## config.mk

```make
export PLATFORM = sky130hd
export DESIGN_NAME = blit_fifo
export DESIGN_NICKNAME = d
export VERILOG_FILES = /design/src/hw/blit_fifo_pkg.sv /design/src/hw/blit_fifo.sv /design/src/hw/blit_fifo_level.sv /design/src/hw/blit_dequeue_stage.sv /design/src/hw/blit_slice_cell.sv /design/src/hw/blit_enqueue_stage.sv
export SDC_FILE = /design/constraint.sdc
export NUM_CORES = 1
export LEC_CHECK = 0
export ABC_AREA = 1
export ABC_CLOCK_PERIOD_IN_PS = 5640
export BUFFER_PORTS_ARGS = -buffer_cell sky130_fd_sc_hd__buf_2
export CORE_MARGIN = 2
export CORE_UTILIZATION = 62
export DETAILED_ROUTE_END_ITERATION = 10
export PLACE_DENSITY = 0.92
export SLEW_MARGIN = 10
export SYNTH_ARGS = -nofsm -noshare
export SYNTH_HDL_FRONTEND = slang
export SYNTH_SLANG_ARGS = --single-unit
```

## constraint.sdc

```tcl
create_clock -name CLK -period 5.64 [get_ports CLK]
set_clock_uncertainty 0.2 [all_clocks]
set_input_delay 0.564 -clock CLK [delete_from_list [all_inputs] [get_ports CLK]]
set_output_delay 0.564 -clock CLK [all_outputs]
set_load 0.02 [all_outputs]
```

## src/hw/blit_fifo_pkg.sv

```systemverilog
package blit_fifo_pkg;

    // Colour mode of the drawing engine, encoded as in the mode register
    typedef enum logic [1:0] {
        CLRM_2BPP  = 2'd0,
        CLRM_4BPP  = 2'd1,
        CLRM_8BPP  = 2'd2,
        CLRM_16BPP = 2'd3
    } color_mode_e;

    // The ring stores 2-bit slices and a data word carries 16 of them
    localparam int SLICE_W = 2;
    localparam int LANES   = 16;
    localparam int WORD_W  = SLICE_W * LANES;

    // Count of slices or pixels in one strobe, 0 to 16
    typedef logic [4:0] slice_count_t;

    // Pending write towards the slice cells
    // A slice_count of zero means that no cell is written
    typedef struct packed {
        slice_count_t        slice_count;
        logic [WORD_W-1:0]   data;
    } write_req_t;

    // Number of 2-bit slices that make up one pixel in the given mode
    function automatic slice_count_t slices_per_pixel(color_mode_e mode);
        case (mode)
            CLRM_2BPP: begin
                return slice_count_t'(1);
            end
            CLRM_4BPP: begin
                return slice_count_t'(2);
            end
            CLRM_8BPP: begin
                return slice_count_t'(4);
            end
            CLRM_16BPP: begin
                return slice_count_t'(8);
            end
            default: begin
                return slice_count_t'(1);
            end
        endcase
    endfunction

endpackage
```

## src/hw/blit_fifo.sv

```systemverilog
`timescale 1ns/1ps

module blit_fifo
    import blit_fifo_pkg::*;
#(
    parameter int DEPTH = 32
) (
    input  logic                     CLK,
    input  logic                     RESET_n,
    input  logic                     CLK_EN,
    input  logic                     clear,
    input  color_mode_e              color_mode,
    input  logic                     enqueue,
    input  slice_count_t             enqueue_count,
    input  logic [WORD_W-1:0]        enqueue_data,
    input  logic                     dequeue,
    input  slice_count_t             dequeue_count,
    output logic [WORD_W-1:0]        dequeue_data,
    output logic [$clog2(DEPTH):0]   avail_count,
    output logic [$clog2(DEPTH):0]   free_count
);

    localparam int PTR_W = $clog2(DEPTH);

    write_req_t                 write_req;
    logic [PTR_W-1:0]           write_ptr;
    logic [DEPTH*SLICE_W-1:0]   cells;

    blit_enqueue_stage #(
        .DEPTH(DEPTH)
    ) enqueue_stage_i (
        .CLK           (CLK),
        .RESET_n       (RESET_n),
        .CLK_EN        (CLK_EN),
        .clear         (clear),
        .color_mode    (color_mode),
        .enqueue       (enqueue),
        .enqueue_count (enqueue_count),
        .enqueue_data  (enqueue_data),
        .write_req     (write_req),
        .write_ptr     (write_ptr)
    );

    // Every cell sees the same request and picks its own lane
    for (genvar k = 0; k < DEPTH; k++) begin : g_cell
        blit_slice_cell #(
            .DEPTH(DEPTH),
            .INDEX(k)
        ) slice_cell_i (
            .CLK       (CLK),
            .write_req (write_req),
            .write_ptr (write_ptr),
            .slice     (cells[SLICE_W*k +: SLICE_W])
        );
    end

    blit_dequeue_stage #(
        .DEPTH(DEPTH)
    ) dequeue_stage_i (
        .CLK           (CLK),
        .RESET_n       (RESET_n),
        .CLK_EN        (CLK_EN),
        .clear         (clear),
        .color_mode    (color_mode),
        .dequeue       (dequeue),
        .dequeue_count (dequeue_count),
        .cells         (cells),
        .dequeue_data  (dequeue_data)
    );

    blit_fifo_level #(
        .DEPTH(DEPTH)
    ) fifo_level_i (
        .CLK           (CLK),
        .RESET_n       (RESET_n),
        .CLK_EN        (CLK_EN),
        .clear         (clear),
        .color_mode    (color_mode),
        .enqueue       (enqueue),
        .enqueue_count (enqueue_count),
        .dequeue       (dequeue),
        .dequeue_count (dequeue_count),
        .avail_count   (avail_count),
        .free_count    (free_count)
    );

endmodule

```

## src/hw/blit_fifo_level.sv

```systemverilog
`timescale 1ns/1ps

module blit_fifo_level
    import blit_fifo_pkg::*;
#(
    parameter int DEPTH = 32
) (
    input  logic                     CLK,
    input  logic                     RESET_n,
    input  logic                     CLK_EN,
    input  logic                     clear,
    input  color_mode_e              color_mode,
    input  logic                     enqueue,
    input  slice_count_t             enqueue_count,
    input  logic                     dequeue,
    input  slice_count_t             dequeue_count,
    output logic [$clog2(DEPTH):0]   avail_count,
    output logic [$clog2(DEPTH):0]   free_count
);

    localparam int LVL_W = $clog2(DEPTH) + 1;

    logic [LVL_W-1:0] enq_pixels;
    logic [LVL_W-1:0] deq_pixels;
    logic [LVL_W-1:0] capacity;

    assign enq_pixels = (CLK_EN && enqueue) ? LVL_W'(enqueue_count) : '0;
    assign deq_pixels = (CLK_EN && dequeue) ? LVL_W'(dequeue_count) : '0;

    // Ring size in pixels for the current mode
    assign capacity = LVL_W'(DEPTH / int'(slices_per_pixel(color_mode)));

    // Level counts pixels at the strobe edge, ahead of the actual cell write
    always_ff @(posedge CLK or negedge RESET_n) begin
        if (!RESET_n) begin
            avail_count <= '0;
        end else if (clear) begin
            avail_count <= '0;
        end else begin
            avail_count <= avail_count + enq_pixels - deq_pixels;
        end
    end

    // Free space trails the level by one cycle
    always_ff @(posedge CLK or negedge RESET_n) begin
        if (!RESET_n) begin
            free_count <= '0;
        end else if (clear) begin
            free_count <= '0;
        end else begin
            free_count <= capacity - avail_count;
        end
    end

    // No back-pressure exists, so the client has to respect both levels
    a_no_overflow : assert property (
        @(posedge CLK) disable iff (!RESET_n)
        (CLK_EN && enqueue && !clear) |-> (enqueue_count <= free_count)
    ) else $error("enqueue of %0d pixels with %0d free", enqueue_count, free_count);

    a_no_underflow : assert property (
        @(posedge CLK) disable iff (!RESET_n)
        (CLK_EN && dequeue && !clear) |-> (dequeue_count <= avail_count)
    ) else $error("dequeue of %0d pixels with %0d stored", dequeue_count, avail_count);

endmodule

```

## src/hw/blit_dequeue_stage.sv

```systemverilog
`timescale 1ns/1ps

module blit_dequeue_stage
    import blit_fifo_pkg::*;
#(
    parameter int DEPTH = 32
) (
    input  logic                       CLK,
    input  logic                       RESET_n,
    input  logic                       CLK_EN,
    input  logic                       clear,
    input  color_mode_e                color_mode,
    input  logic                       dequeue,
    input  slice_count_t               dequeue_count,
    input  logic [DEPTH*SLICE_W-1:0]   cells,
    output logic [WORD_W-1:0]          dequeue_data
);

    localparam int PTR_W = $clog2(DEPTH);

    logic [PTR_W-1:0]                  read_ptr;
    logic [2*$bits(slice_count_t)-1:0] advance;
    logic [WORD_W-1:0]                 gathered;
    logic                              take;

    assign take    = CLK_EN && dequeue;
    assign advance = dequeue_count * slices_per_pixel(color_mode);

    // Sixteen consecutive cells from the read pointer, oldest slice on top
    always_comb begin
        logic [PTR_W-1:0] idx;
        gathered = '0;
        for (int i = 0; i < LANES; i++) begin
            idx = read_ptr + PTR_W'(i);
            gathered[WORD_W-1-SLICE_W*i -: SLICE_W] = cells[SLICE_W*idx +: SLICE_W];
        end
    end

    always_ff @(posedge CLK or negedge RESET_n) begin
        if (!RESET_n) begin
            read_ptr <= '0;
        end else if (clear) begin
            read_ptr <= '0;
        end else if (take) begin
            read_ptr <= read_ptr + PTR_W'(advance);
        end
    end

    // Output word holds its value until the next dequeue
    always_ff @(posedge CLK or negedge RESET_n) begin
        if (!RESET_n) begin
            dequeue_data <= '0;
        end else if (clear) begin
            dequeue_data <= '0;
        end else if (take) begin
            dequeue_data <= gathered;
        end
    end

    // The pointer must not skip more slices than were returned in the word
    a_dequeue_fits_word : assert property (
        @(posedge CLK) disable iff (!RESET_n)
        (take && !clear) |-> (advance <= LANES)
    ) else $error("dequeue of %0d slices exceeds one data word", advance);

endmodule

```

## src/hw/blit_slice_cell.sv

```systemverilog
`timescale 1ns/1ps

module blit_slice_cell
    import blit_fifo_pkg::*;
#(
    parameter int DEPTH = 32,
    parameter int INDEX = 0
) (
    input  logic                       CLK,
    input  write_req_t                 write_req,
    input  logic [$clog2(DEPTH)-1:0]   write_ptr,
    output logic [SLICE_W-1:0]         slice
);

    localparam int PTR_W  = $clog2(DEPTH);
    localparam int LANE_W = $clog2(LANES);

    // Position of this cell inside the pending write, wrapping with the ring
    logic [PTR_W-1:0]  lane;
    logic [LANE_W-1:0] lane_idx;
    logic              hit;
    logic [SLICE_W-1:0] lane_slice;

    assign lane     = PTR_W'(INDEX) - write_ptr;
    assign lane_idx = lane[LANE_W-1:0];
    assign hit      = (lane < write_req.slice_count);

    // Lane 0 is the most significant slice of the enqueued word
    assign lane_slice = write_req.data[WORD_W-1-SLICE_W*lane_idx -: SLICE_W];

    // Storage cell, it keeps its slice until the ring comes round again
    always_ff @(posedge CLK) begin
        if (hit) begin
            slice <= lane_slice;
        end
    end

endmodule

```

## src/hw/blit_enqueue_stage.sv

```systemverilog
`timescale 1ns/1ps

module blit_enqueue_stage
    import blit_fifo_pkg::*;
#(
    parameter int DEPTH = 32
) (
    input  logic                       CLK,
    input  logic                       RESET_n,
    input  logic                       CLK_EN,
    input  logic                       clear,
    input  color_mode_e                color_mode,
    input  logic                       enqueue,
    input  slice_count_t               enqueue_count,
    input  logic [WORD_W-1:0]          enqueue_data,
    output write_req_t                 write_req,
    output logic [$clog2(DEPTH)-1:0]   write_ptr
);

    localparam int PTR_W = $clog2(DEPTH);

    // Full-width product so that an oversized request is still visible
    logic [2*$bits(slice_count_t)-1:0] scaled;

    assign scaled = enqueue_count * slices_per_pixel(color_mode);

    // The request is captured together with its data at the strobe edge.
    // On the next edge the cells take it and the pointer moves past it
    always_ff @(posedge CLK or negedge RESET_n) begin
        if (!RESET_n) begin
            write_req <= '0;
            write_ptr <= '0;
        end else if (clear) begin
            write_req <= '0;
            write_ptr <= '0;
        end else begin
            write_ptr <= write_ptr + PTR_W'(write_req.slice_count);
            if (CLK_EN && enqueue) begin
                write_req.slice_count <= slice_count_t'(scaled);
                write_req.data        <= enqueue_data;
            end else begin
                // No strobe leaves the data alone, only the count matters
                write_req.slice_count <= '0;
            end
        end
    end

    // One strobe may never carry more slices than a data word holds
    a_enqueue_fits_word : assert property (
        @(posedge CLK) disable iff (!RESET_n)
        (CLK_EN && enqueue && !clear) |-> (scaled <= LANES)
    ) else $error("enqueue of %0d slices exceeds one data word", scaled);

endmodule

```

==> metrics.md, run 1 <==
| Metric | Value |
|---|---|
| Die span in x | `153 um` |
| Hold WS | `150 ps` |
| Top FF cell, synth | `dfrtp_1` |
| Largest net degree at the start of global routing | `72` |
| GRT met3 Usage | `0.0502` |
| GR Util All Layers | `0.332` |
| Final worst-path cycle share | `0.713` |
| Filler cell count | `1797` |
| R2R setup slack | `1620 ps` |
| Slowest cell on the critical path | `dfrtp_1` |
| Met1 usage | `0.422` |
| Placed cell area | `14300 sq um` |
| Power Density | `268 nW/um^2` |
| H-tree depth | `4` |
| Synth Register Bits | `155` |
| Seq/Total Area, Yosys | `0.303` |
| Reg clk slew, reported paths | `70 ps` |
| Minimum clock period | `4020 ps` |
| Max Cap Viol | `0` |
| EDFF count, synth | `64` |
| Global-route wire length before repair | `63100 um` |
| Total clock sinks | `155` |
| Vias | `13538` |
| Worst EP required | `5580 ps` |
| Max Transition Viols Final | `0` |
| Per-cell routed wire length | `16.9 um` |
| Clk buf depth | `2` |
| Worst setup path class | `reg -> reg` |
| Synth warn | `0` |
| Peak supply drop | `0.180 mV` |
| Via/cell ratio | `5.89` |
| Vias in the first global route | `12576` |
| Fin. Hold Viols | `0` |
| R2R Path End | `g_cell[12].slice_cell_i.slice[1]` |
| Final setup vio count | `0` |
| Final setup TNS | `0 ps` |
| Final core occ | `0.681` |
| Initial DRC count | `1665` |
| Syn Nets | `2159` |
| RSZ-0062 raised after global routing | `false` |
| Clk root buf | `clkbuf_16` |
| Crit path DAT | `3960 ps` |
| Ant. Diodes | `0` |
| Cell area after synthesis | `13900 sq um` |
| Post-CTS Setup Inserts | `0` |
| Worst Max-Slew Pin Slew | `1210 ps` |
| PortBufs | `93` |
| Reg2reg start | `enqueue_stage_i.write_ptr[1]` |
| Die area | `23600 sq um` |
| Outcome | `finished clean` |
| Die Y | `153 um` |
| GRT busiest layer | `met2` |
| Class of the worst hold path | `in -> reg` |
| Final nets | `2193` |
| Clk_lat worst skew | `450 ps` |
| Antenna violations before repair | `0` |
| CP max FO | `19` |
| Hold path depth | `3` |
| Post-CTS Resized | `0` |
| Slew HR | `0.195` |
| CP endpoint kind | `flip-flop` |
| Design area | `14900 sq um` |
| HPWL after DPL | `30100 um` |
| Worst Hold End | `enqueue_stage_i.write_req[13]` |
| Fmax | `0.249 GHz` |
| CP max stage delay | `870 ps` |
| GP Congestion | `0.991` |
| DRC Markers | `0` |
| Synth Instances | `1972` |
| GR Layer Usage met2 | `0.565` |
| Worst setup SP type | `flip-flop` |
| Hold Crit Start | `enqueue_data[13]` |
| Leakage | `0.00744 uW` |
| Smallest setup slack after layout | `1620 ps` |
| Core footprint | `21900 sq um` |
| R2R depth | `8` |
| TritonCTS clock tree | `done` |
| Layout cells sized above 1 | `0.0827` |
| Layout Area Growth over Synthesis | `7.59%` |
| Netlist cell types | `43` |
| Mean area per synthesized cell | `7.03 sq um` |
| I/O pin count | `94` |
| TritonRoute pass-1 iters | `7` |
| Site row count | `54` |
| Pre-CTS WS | `1660 ps` |
| Asr flop ratio synth | `0.587` |
| Cell-by-cell trace of the critical path | `inv_2 -> ha_1 -> xnor2_1 -> clkinv_1 -> ha_1 -> a21oi_1 -> o21bai_1 -> a21oi_1` |
| Final Routed Wirelength | `38800 um` |
| Hold_buf cts | `1` |
| TritonCTS Buffers | `17` |
| Antenna-violating nets left | `0` |
| Initial Util | `0.633` |
| Gr ovfl total | `0` |
-- routing by layer --
| metal | vias up | share of wire | wire length [um] |
|---|---|---|---|
| met2 | 691 | 0.48 | 18500 |
| li1 | 6544 | - | - |
| met1 | 6165 | 0.41 | 15700 |
| met5 | - | 0 | 0 |
| met3 | 138 | 0.074 | 2870 |
| met4 | 0 | 0.045 | 1770 |
-- worst max-delay path: cells and delay by family (launching register included) --
family	cells	cell delay, ps
flip-flops	1	870
buffers and inverters	2	760
adder cells (fa/ha/maj)	2	710
XOR/XNOR	1	620
AO/OA/AOI/OAI	3	540
-- power breakdown --
part / switching [uW] / internal (uW)
Combinational: 981 / 460
Sequential: 94.4 / 1340
Clock: 541 / 585
Total: 1620 / 2390
-- state kept, by name (all words and copies together), names as in the netlist --
signal                        cells
enqueue_stage_i.write_req        37
g_cell.slice_cell_i.slice        64
enqueue_stage_i.write_ptr         5
dequeue_stage_i.read_ptr          5
dequeue_stage_i.dequeue_data     32
fifo_level_i.avail_count          6
fifo_level_i.free_count           6
-- worst max path at each step --
stage	startpoint	endpoint	slack [ps]	cells after the start
after detailed placement	color_mode[0]	dequeue_stage_i.read_ptr[4]	1660	12
final	enqueue_stage_i.write_ptr[1]	g_cell[12].slice_cell_i.slice[1]	1620	8
after global routing	enqueue_stage_i.write_ptr[1]	g_cell[4].slice_cell_i.slice[1]	1300	8
after floorplan	color_mode[0]	dequeue_stage_i.read_ptr[4]	2090	12
after global placement	color_mode[0]	dequeue_stage_i.read_ptr[4]	1770	12
after CTS	enqueue_stage_i.write_ptr[1]	g_cell[4].slice_cell_i.slice[1]	1720	8
-- cell usage after synthesis, types with 7 or more instances --
cell type	n	area, sq um
dfrtp_1	91	2280
nand2_1	484	1820
inv_2	10	37.5
o21ai_1	15	75.1
buf_2	19	95.1
fa_1	13	260
edfxtp_1	64	1920
o21bai_1	22	165
buf_1	13	48.8
inv_1	247	927
a21o_1	9	67.6
mux2i_1	22	220
o22ai_1	7	43.8
a21oi_1	111	556
buf_4	8	60.1
xnor2_1	8	70.1
ha_1	124	1550
nand3_1	126	631
xor2_1	40	350
clkbuf_1	45	169
o21ai_0	321	1610
nor2_1	117	439
-- cell type report --
cell class / count / area, sq um / area share
clock buffers: 18 / 430 / 0.0289
clock inverters: 14 / 128 / 0.00856
inverters: 263 / 990 / 0.0664
multi-input cells: 1465 / 8260 / 0.554
flip-flops and latches: 155 / 4200 / 0.282
well taps: 280 / 350 / 0.0235
repair buffers: 104 / 553 / 0.0371
-- placed cells by master, fill, tap and decap left out, types with 9 or more instances in the layout --
cell type | Yosys | layout
mux2i_1 | 22 | 22
ha_1 | 124 | 124
nand3_1 | 126 | 126
o21bai_1 | 22 | 22
buf_4 | 8 | 11
fa_1 | 13 | 13
dfrtp_1 | 91 | 90
edfxtp_1 | 64 | 64
nand2_1 | 484 | 484
inv_2 | 10 | 11
o21ai_1 | 15 | 15
clkbuf_16 | 0 | 17
xor2_1 | 40 | 40
a21o_1 | 9 | 9
buf_2 | 19 | 92
nor2_1 | 117 | 117
inv_1 | 247 | 246
o21ai_0 | 321 | 321
a21oi_1 | 111 | 111
-- kinds of logic (layout without fill, tap and decap cells) --
kind of cell,after synthesis,after routing,share of synthesized area
AO/OA/AOI/OAI,510,510,0.197
XOR/XNOR,51,51,0.0339
adder cells (fa/ha/maj),137,137,0.131
buffers and inverters,352,399,0.102
flip-flops,155,155,0.303
multiplexers,22,22,0.0159
AND/OR/NAND/NOR,745,745,0.218
-- through the flow --
| stage | std cells | power, uW |
|---|---|---|
| 4_1_cts | 2299 | 3960 |
| 3_3_place_gp | 2266 | 2780 |
| 3_5_place_dp | 2266 | 2850 |
| 2_1_floorplan | 1972 | 2440 |
| 5_1_grt | 2299 | 4240 |
| 6_report | 2299 | 4000 |
No activity file was read; power rests on OpenSTA's default activity.
==> inputs of run 2 (changes only) <==
--- a/config.mk
+++ b/config.mk
@@ -6,7 +6,7 @@
 export NUM_CORES = 1
 export LEC_CHECK = 0
 export ABC_AREA = 1
-export ABC_CLOCK_PERIOD_IN_PS = 5640
+export ABC_CLOCK_PERIOD_IN_PS = 4100
 export BUFFER_PORTS_ARGS = -buffer_cell sky130_fd_sc_hd__buf_2
 export CORE_MARGIN = 2
 export CORE_UTILIZATION = 62
==> constraint.sdc (replaced) <==
create_clock -name CLK -period 4.1 [get_ports CLK]
set_clock_uncertainty 0.2 [all_clocks]
set_input_delay 0.41 -clock CLK [delete_from_list [all_inputs] [get_ports CLK]]
set_output_delay 0.41 -clock CLK [all_outputs]
set_load 0.02 [all_outputs]
==> run 2 against run 1 <==
The flow now finishes with violations (hold timing). Global-route usage grew 0.25 points. Die area is the same. Power grew 41%. Clock-buffer cell count shrank 1. Sequential cell count is the same. Via count shrank 0.18%. Combinational power grew 40%. Worst hold slack lost 150 ps. Sequential share of layout area shrank 0.34 points. Core utilization grew 0.84 points. Critical path type unchanged. Largest power group is now combinational cells. Highest routed layer unchanged.
==> metrics.md, run 2 (synthesis gave the netlist of run 1 again) <==
| Metric | Value |
|---|---|
| Outcome | `complete, but fails checks` |
| Failing checks | `hold timing` |
| Reg clk slew, reported paths | `70 ps (about the same)` |
| Worst EP required | `4020 ps (-1560 ps)` |
| CP max FO | `20 (+1)` |
| Combinational share of power | `0.356 (-0.004)` |
| Initial DRC count | `1282 (-23%)` |
| Final Routed Wirelength | `39200 um (+1.0%)` |
| Layout Area Growth over Synthesis | `8.92%` |
| Largest regs | `g_cell.slice_cell_i.slice x64, enqueue_stage_i.write_req x37, dequeue_stage_i.dequeue_data x32` |
| Post-CTS Setup Inserts | `0 (unchanged)` |
| Site row count | `54 (unchanged)` |
| Core footprint | `21900 sq um (unchanged)` |
| Largest net degree at the start of global routing | `68 (-5.6%)` |
| GRT met3 Usage | `0.0476 (-0.00254)` |
| Via/cell ratio | `5.84 (-0.87%)` |
| Met1 usage | `0.427 (+0.00519)` |
| I/O pin count | `94 (unchanged)` |
| Max Cap Viol | `0 (unchanged)` |
| Die area | `23600 sq um (unchanged)` |
| Final setup vio count | `0 (unchanged)` |
| GR Layer Usage met2 | `0.560 (-0.00423)` |
| Clock share of power | `0.295 (+0.014)` |
| Hold Crit Start | `enqueue_data[5]` |
| GRT busiest layer | `met2` |
| Share of power burned in registers | `0.349 (-0.010)` |
| Clk_lat worst skew | `450 ps (about the same)` |
| Die Y | `153 um (unchanged)` |
| DRC Markers | `0 (unchanged)` |
| Hold WS | `-1.96 ps (-152 ps)` |
| Layout cells sized above 1 | `0.0880 (+0.00525)` |
| Power Density | `374 nW/um^2 (+39%)` |
| Class of the worst hold path | `in -> reg` |
| Clk buf depth | `2 (unchanged)` |
| GR Util All Layers | `0.334 (+0.00254)` |
| Max Transition Viols Final | `0 (unchanged)` |
| PortBufs | `93 (unchanged)` |
| RSZ-0062 raised after global routing | `false` |
| Final setup TNS | `0 ps (unchanged)` |
| Design area | `15100 sq um (+1.2%)` |
| Clk root buf | `clkbuf_16` |
| Fin. Hold Viols | `2 (+2)` |
| Vias in the first global route | `12804 (+1.8%)` |
| Vias | `13513 (-0.18%)` |
| Most frequent cells in the layout | `nand2_1 (484), o21ai_0 (321), inv_1 (246)` |
| GP Congestion | `1.00 (+1.1%)` |
| Slew HR | `0.191 (-0.00326)` |
| HPWL after DPL | `30100 um (about the same)` |
| Worst setup SP type | `flip-flop` |
| Internal cell power | `3370 uW (+41%)` |
| Number of flip-flops in the largest register | `64 (unchanged)` |
| Reg2reg start | `enqueue_stage_i.write_ptr[3]` |
| CP Launch Point | `enqueue_stage_i.write_ptr[3]` |
| Initial Util | `0.633 (unchanged)` |
| Most common cell after layout, fill and taps aside | `nand2_1` |
| TritonCTS Buffers | `17 (unchanged)` |
| Leakage | `0.00754 uW (+1.3%)` |
| Psw | `2280 uW (+41%)` |
| Multi-input gate area in the final layout | `8260 sq um (unchanged)` |
| Worst Max-Slew Pin Slew | `1210 ps (+4.89 ps)` |
| Crit path DAT | `3260 ps (-700 ps)` |
| Per-cell routed wire length | `16.9 um (+0.30%)` |
| Peak supply drop | `0.341 mV (+89%)` |
| Post-CTS Resized | `0 (unchanged)` |
| Placed cell area | `14400 sq um (+0.63%)` |
| Total clock sinks | `155 (unchanged)` |
| Filler cell count | `1778 (-1.1%)` |
| TritonCTS clock tree | `done` |
| Gr ovfl total | `0 (unchanged)` |
| Minimum clock period | `3340 ps (-684 ps)` |
| Worst setup path class | `reg -> reg` |
| Antenna-violating nets left | `0 (unchanged)` |
| Biggest register | `g_cell.slice_cell_i.slice` |
| Switching fraction of total power | `0.404 (about the same)` |
| Die span in x | `153 um (unchanged)` |
| Global-route wire length before repair | `64000 um (+1.4%)` |
| H-tree depth | `4 (unchanged)` |
| TritonRoute pass-1 iters | `5 (-2)` |
| CP endpoint kind | `flip-flop` |
| Reg area | `4200 sq um (unchanged)` |
| Ant. Diodes | `0 (unchanged)` |
| Fmax | `0.300 GHz (+20%)` |
| Final worst-path cycle share | `0.814 (+0.101)` |
| Antenna violations before repair | `0 (unchanged)` |
| Final nets | `2209 (+0.73%)` |
run 2: cell types whose count changed in the layout (fill, tap and decap cells not counted), sizes merged:
| cell | change |
|---|---|
| buf | +12 |
| dlygate4sd3 | +4 |
| bufinv | +1 |
| clkbuf | -1 |
| clkinv | +1 |
| clkinvlp | -1 |
run 2: repair_timing:
action	in CTS	in global routing
hold endpoints to repair	32	0
hold buffers	5	0
endpoints found under the setup margin	0	0
run 2: layer usage:
metal / routed length (um) / vias to the layer above
met4: 1870 / 0
met2: 18400 / 569
met3: 2410 / 129
met1: 16500 / 6235
li1: - / 6580
met5: 0 / -
run 2: layout make-up:
type | instances | share of cell area
Clock buffer | 17 | 0.0282
Clock inverter | 15 | 0.0124
Inverter | 263 | 0.0656
Multi-Input combinational cell | 1465 | 0.547
Sequential cell | 155 | 0.278
Tap cell | 280 | 0.0232
Timing Repair Buffer | 120 | 0.0453
run 2: worst max-delay path, stage by stage (launching register included):
cell	delay (ps)
dfrtp_1	780
clkinv_1	440
ha_1	330
inv_1	100
nor2_1	50
nor2_1	310
o21a_1	190
inv_1	60
ha_1	270
a21oi_1	290
run 2: power by group through the flow:
stage / logic, uW / clock network (uW) / registers, uW
floorplan: 1310 / 0 / 2040
global placement: 1850 / 0 / 1990
detailed placement: 1940 / 0 / 1990
CTS: 1970 / 1660 / 1960
global route: 2260 / 1730 / 1990
finish: 2010 / 1670 / 1970
run 2: final timing paths:
path / end / slack, ps / depth (start not counted)
worst max register to register: g_cell[18].slice_cell_i.slice[0] / 760 / 9
max in group asynchronous: enqueue_stage_i.write_req[21] / 2560 / 3
min in group asynchronous: dequeue_stage_i.dequeue_data[3] / 270 / 2
worst min-delay path: enqueue_stage_i.write_req[5] / -2 / 3
worst min register to register: dequeue_stage_i.dequeue_data[29] / 310 / 2
worst max-delay path: g_cell[18].slice_cell_i.slice[0] / 760 / 9
run 2: per-stage QoR:
step	std cells	total power, uW	utilization	worst slack (ps)
4_1_cts	2315	5590	0.689	778
3_5_place_dp	2278	3940	0.659	487
2_1_floorplan	1972	3350	-	699
3_3_place_gp	2278	3840	0.659	673
5_1_grt	2315	5980	0.689	454
6_report	2315	5650	0.689	762
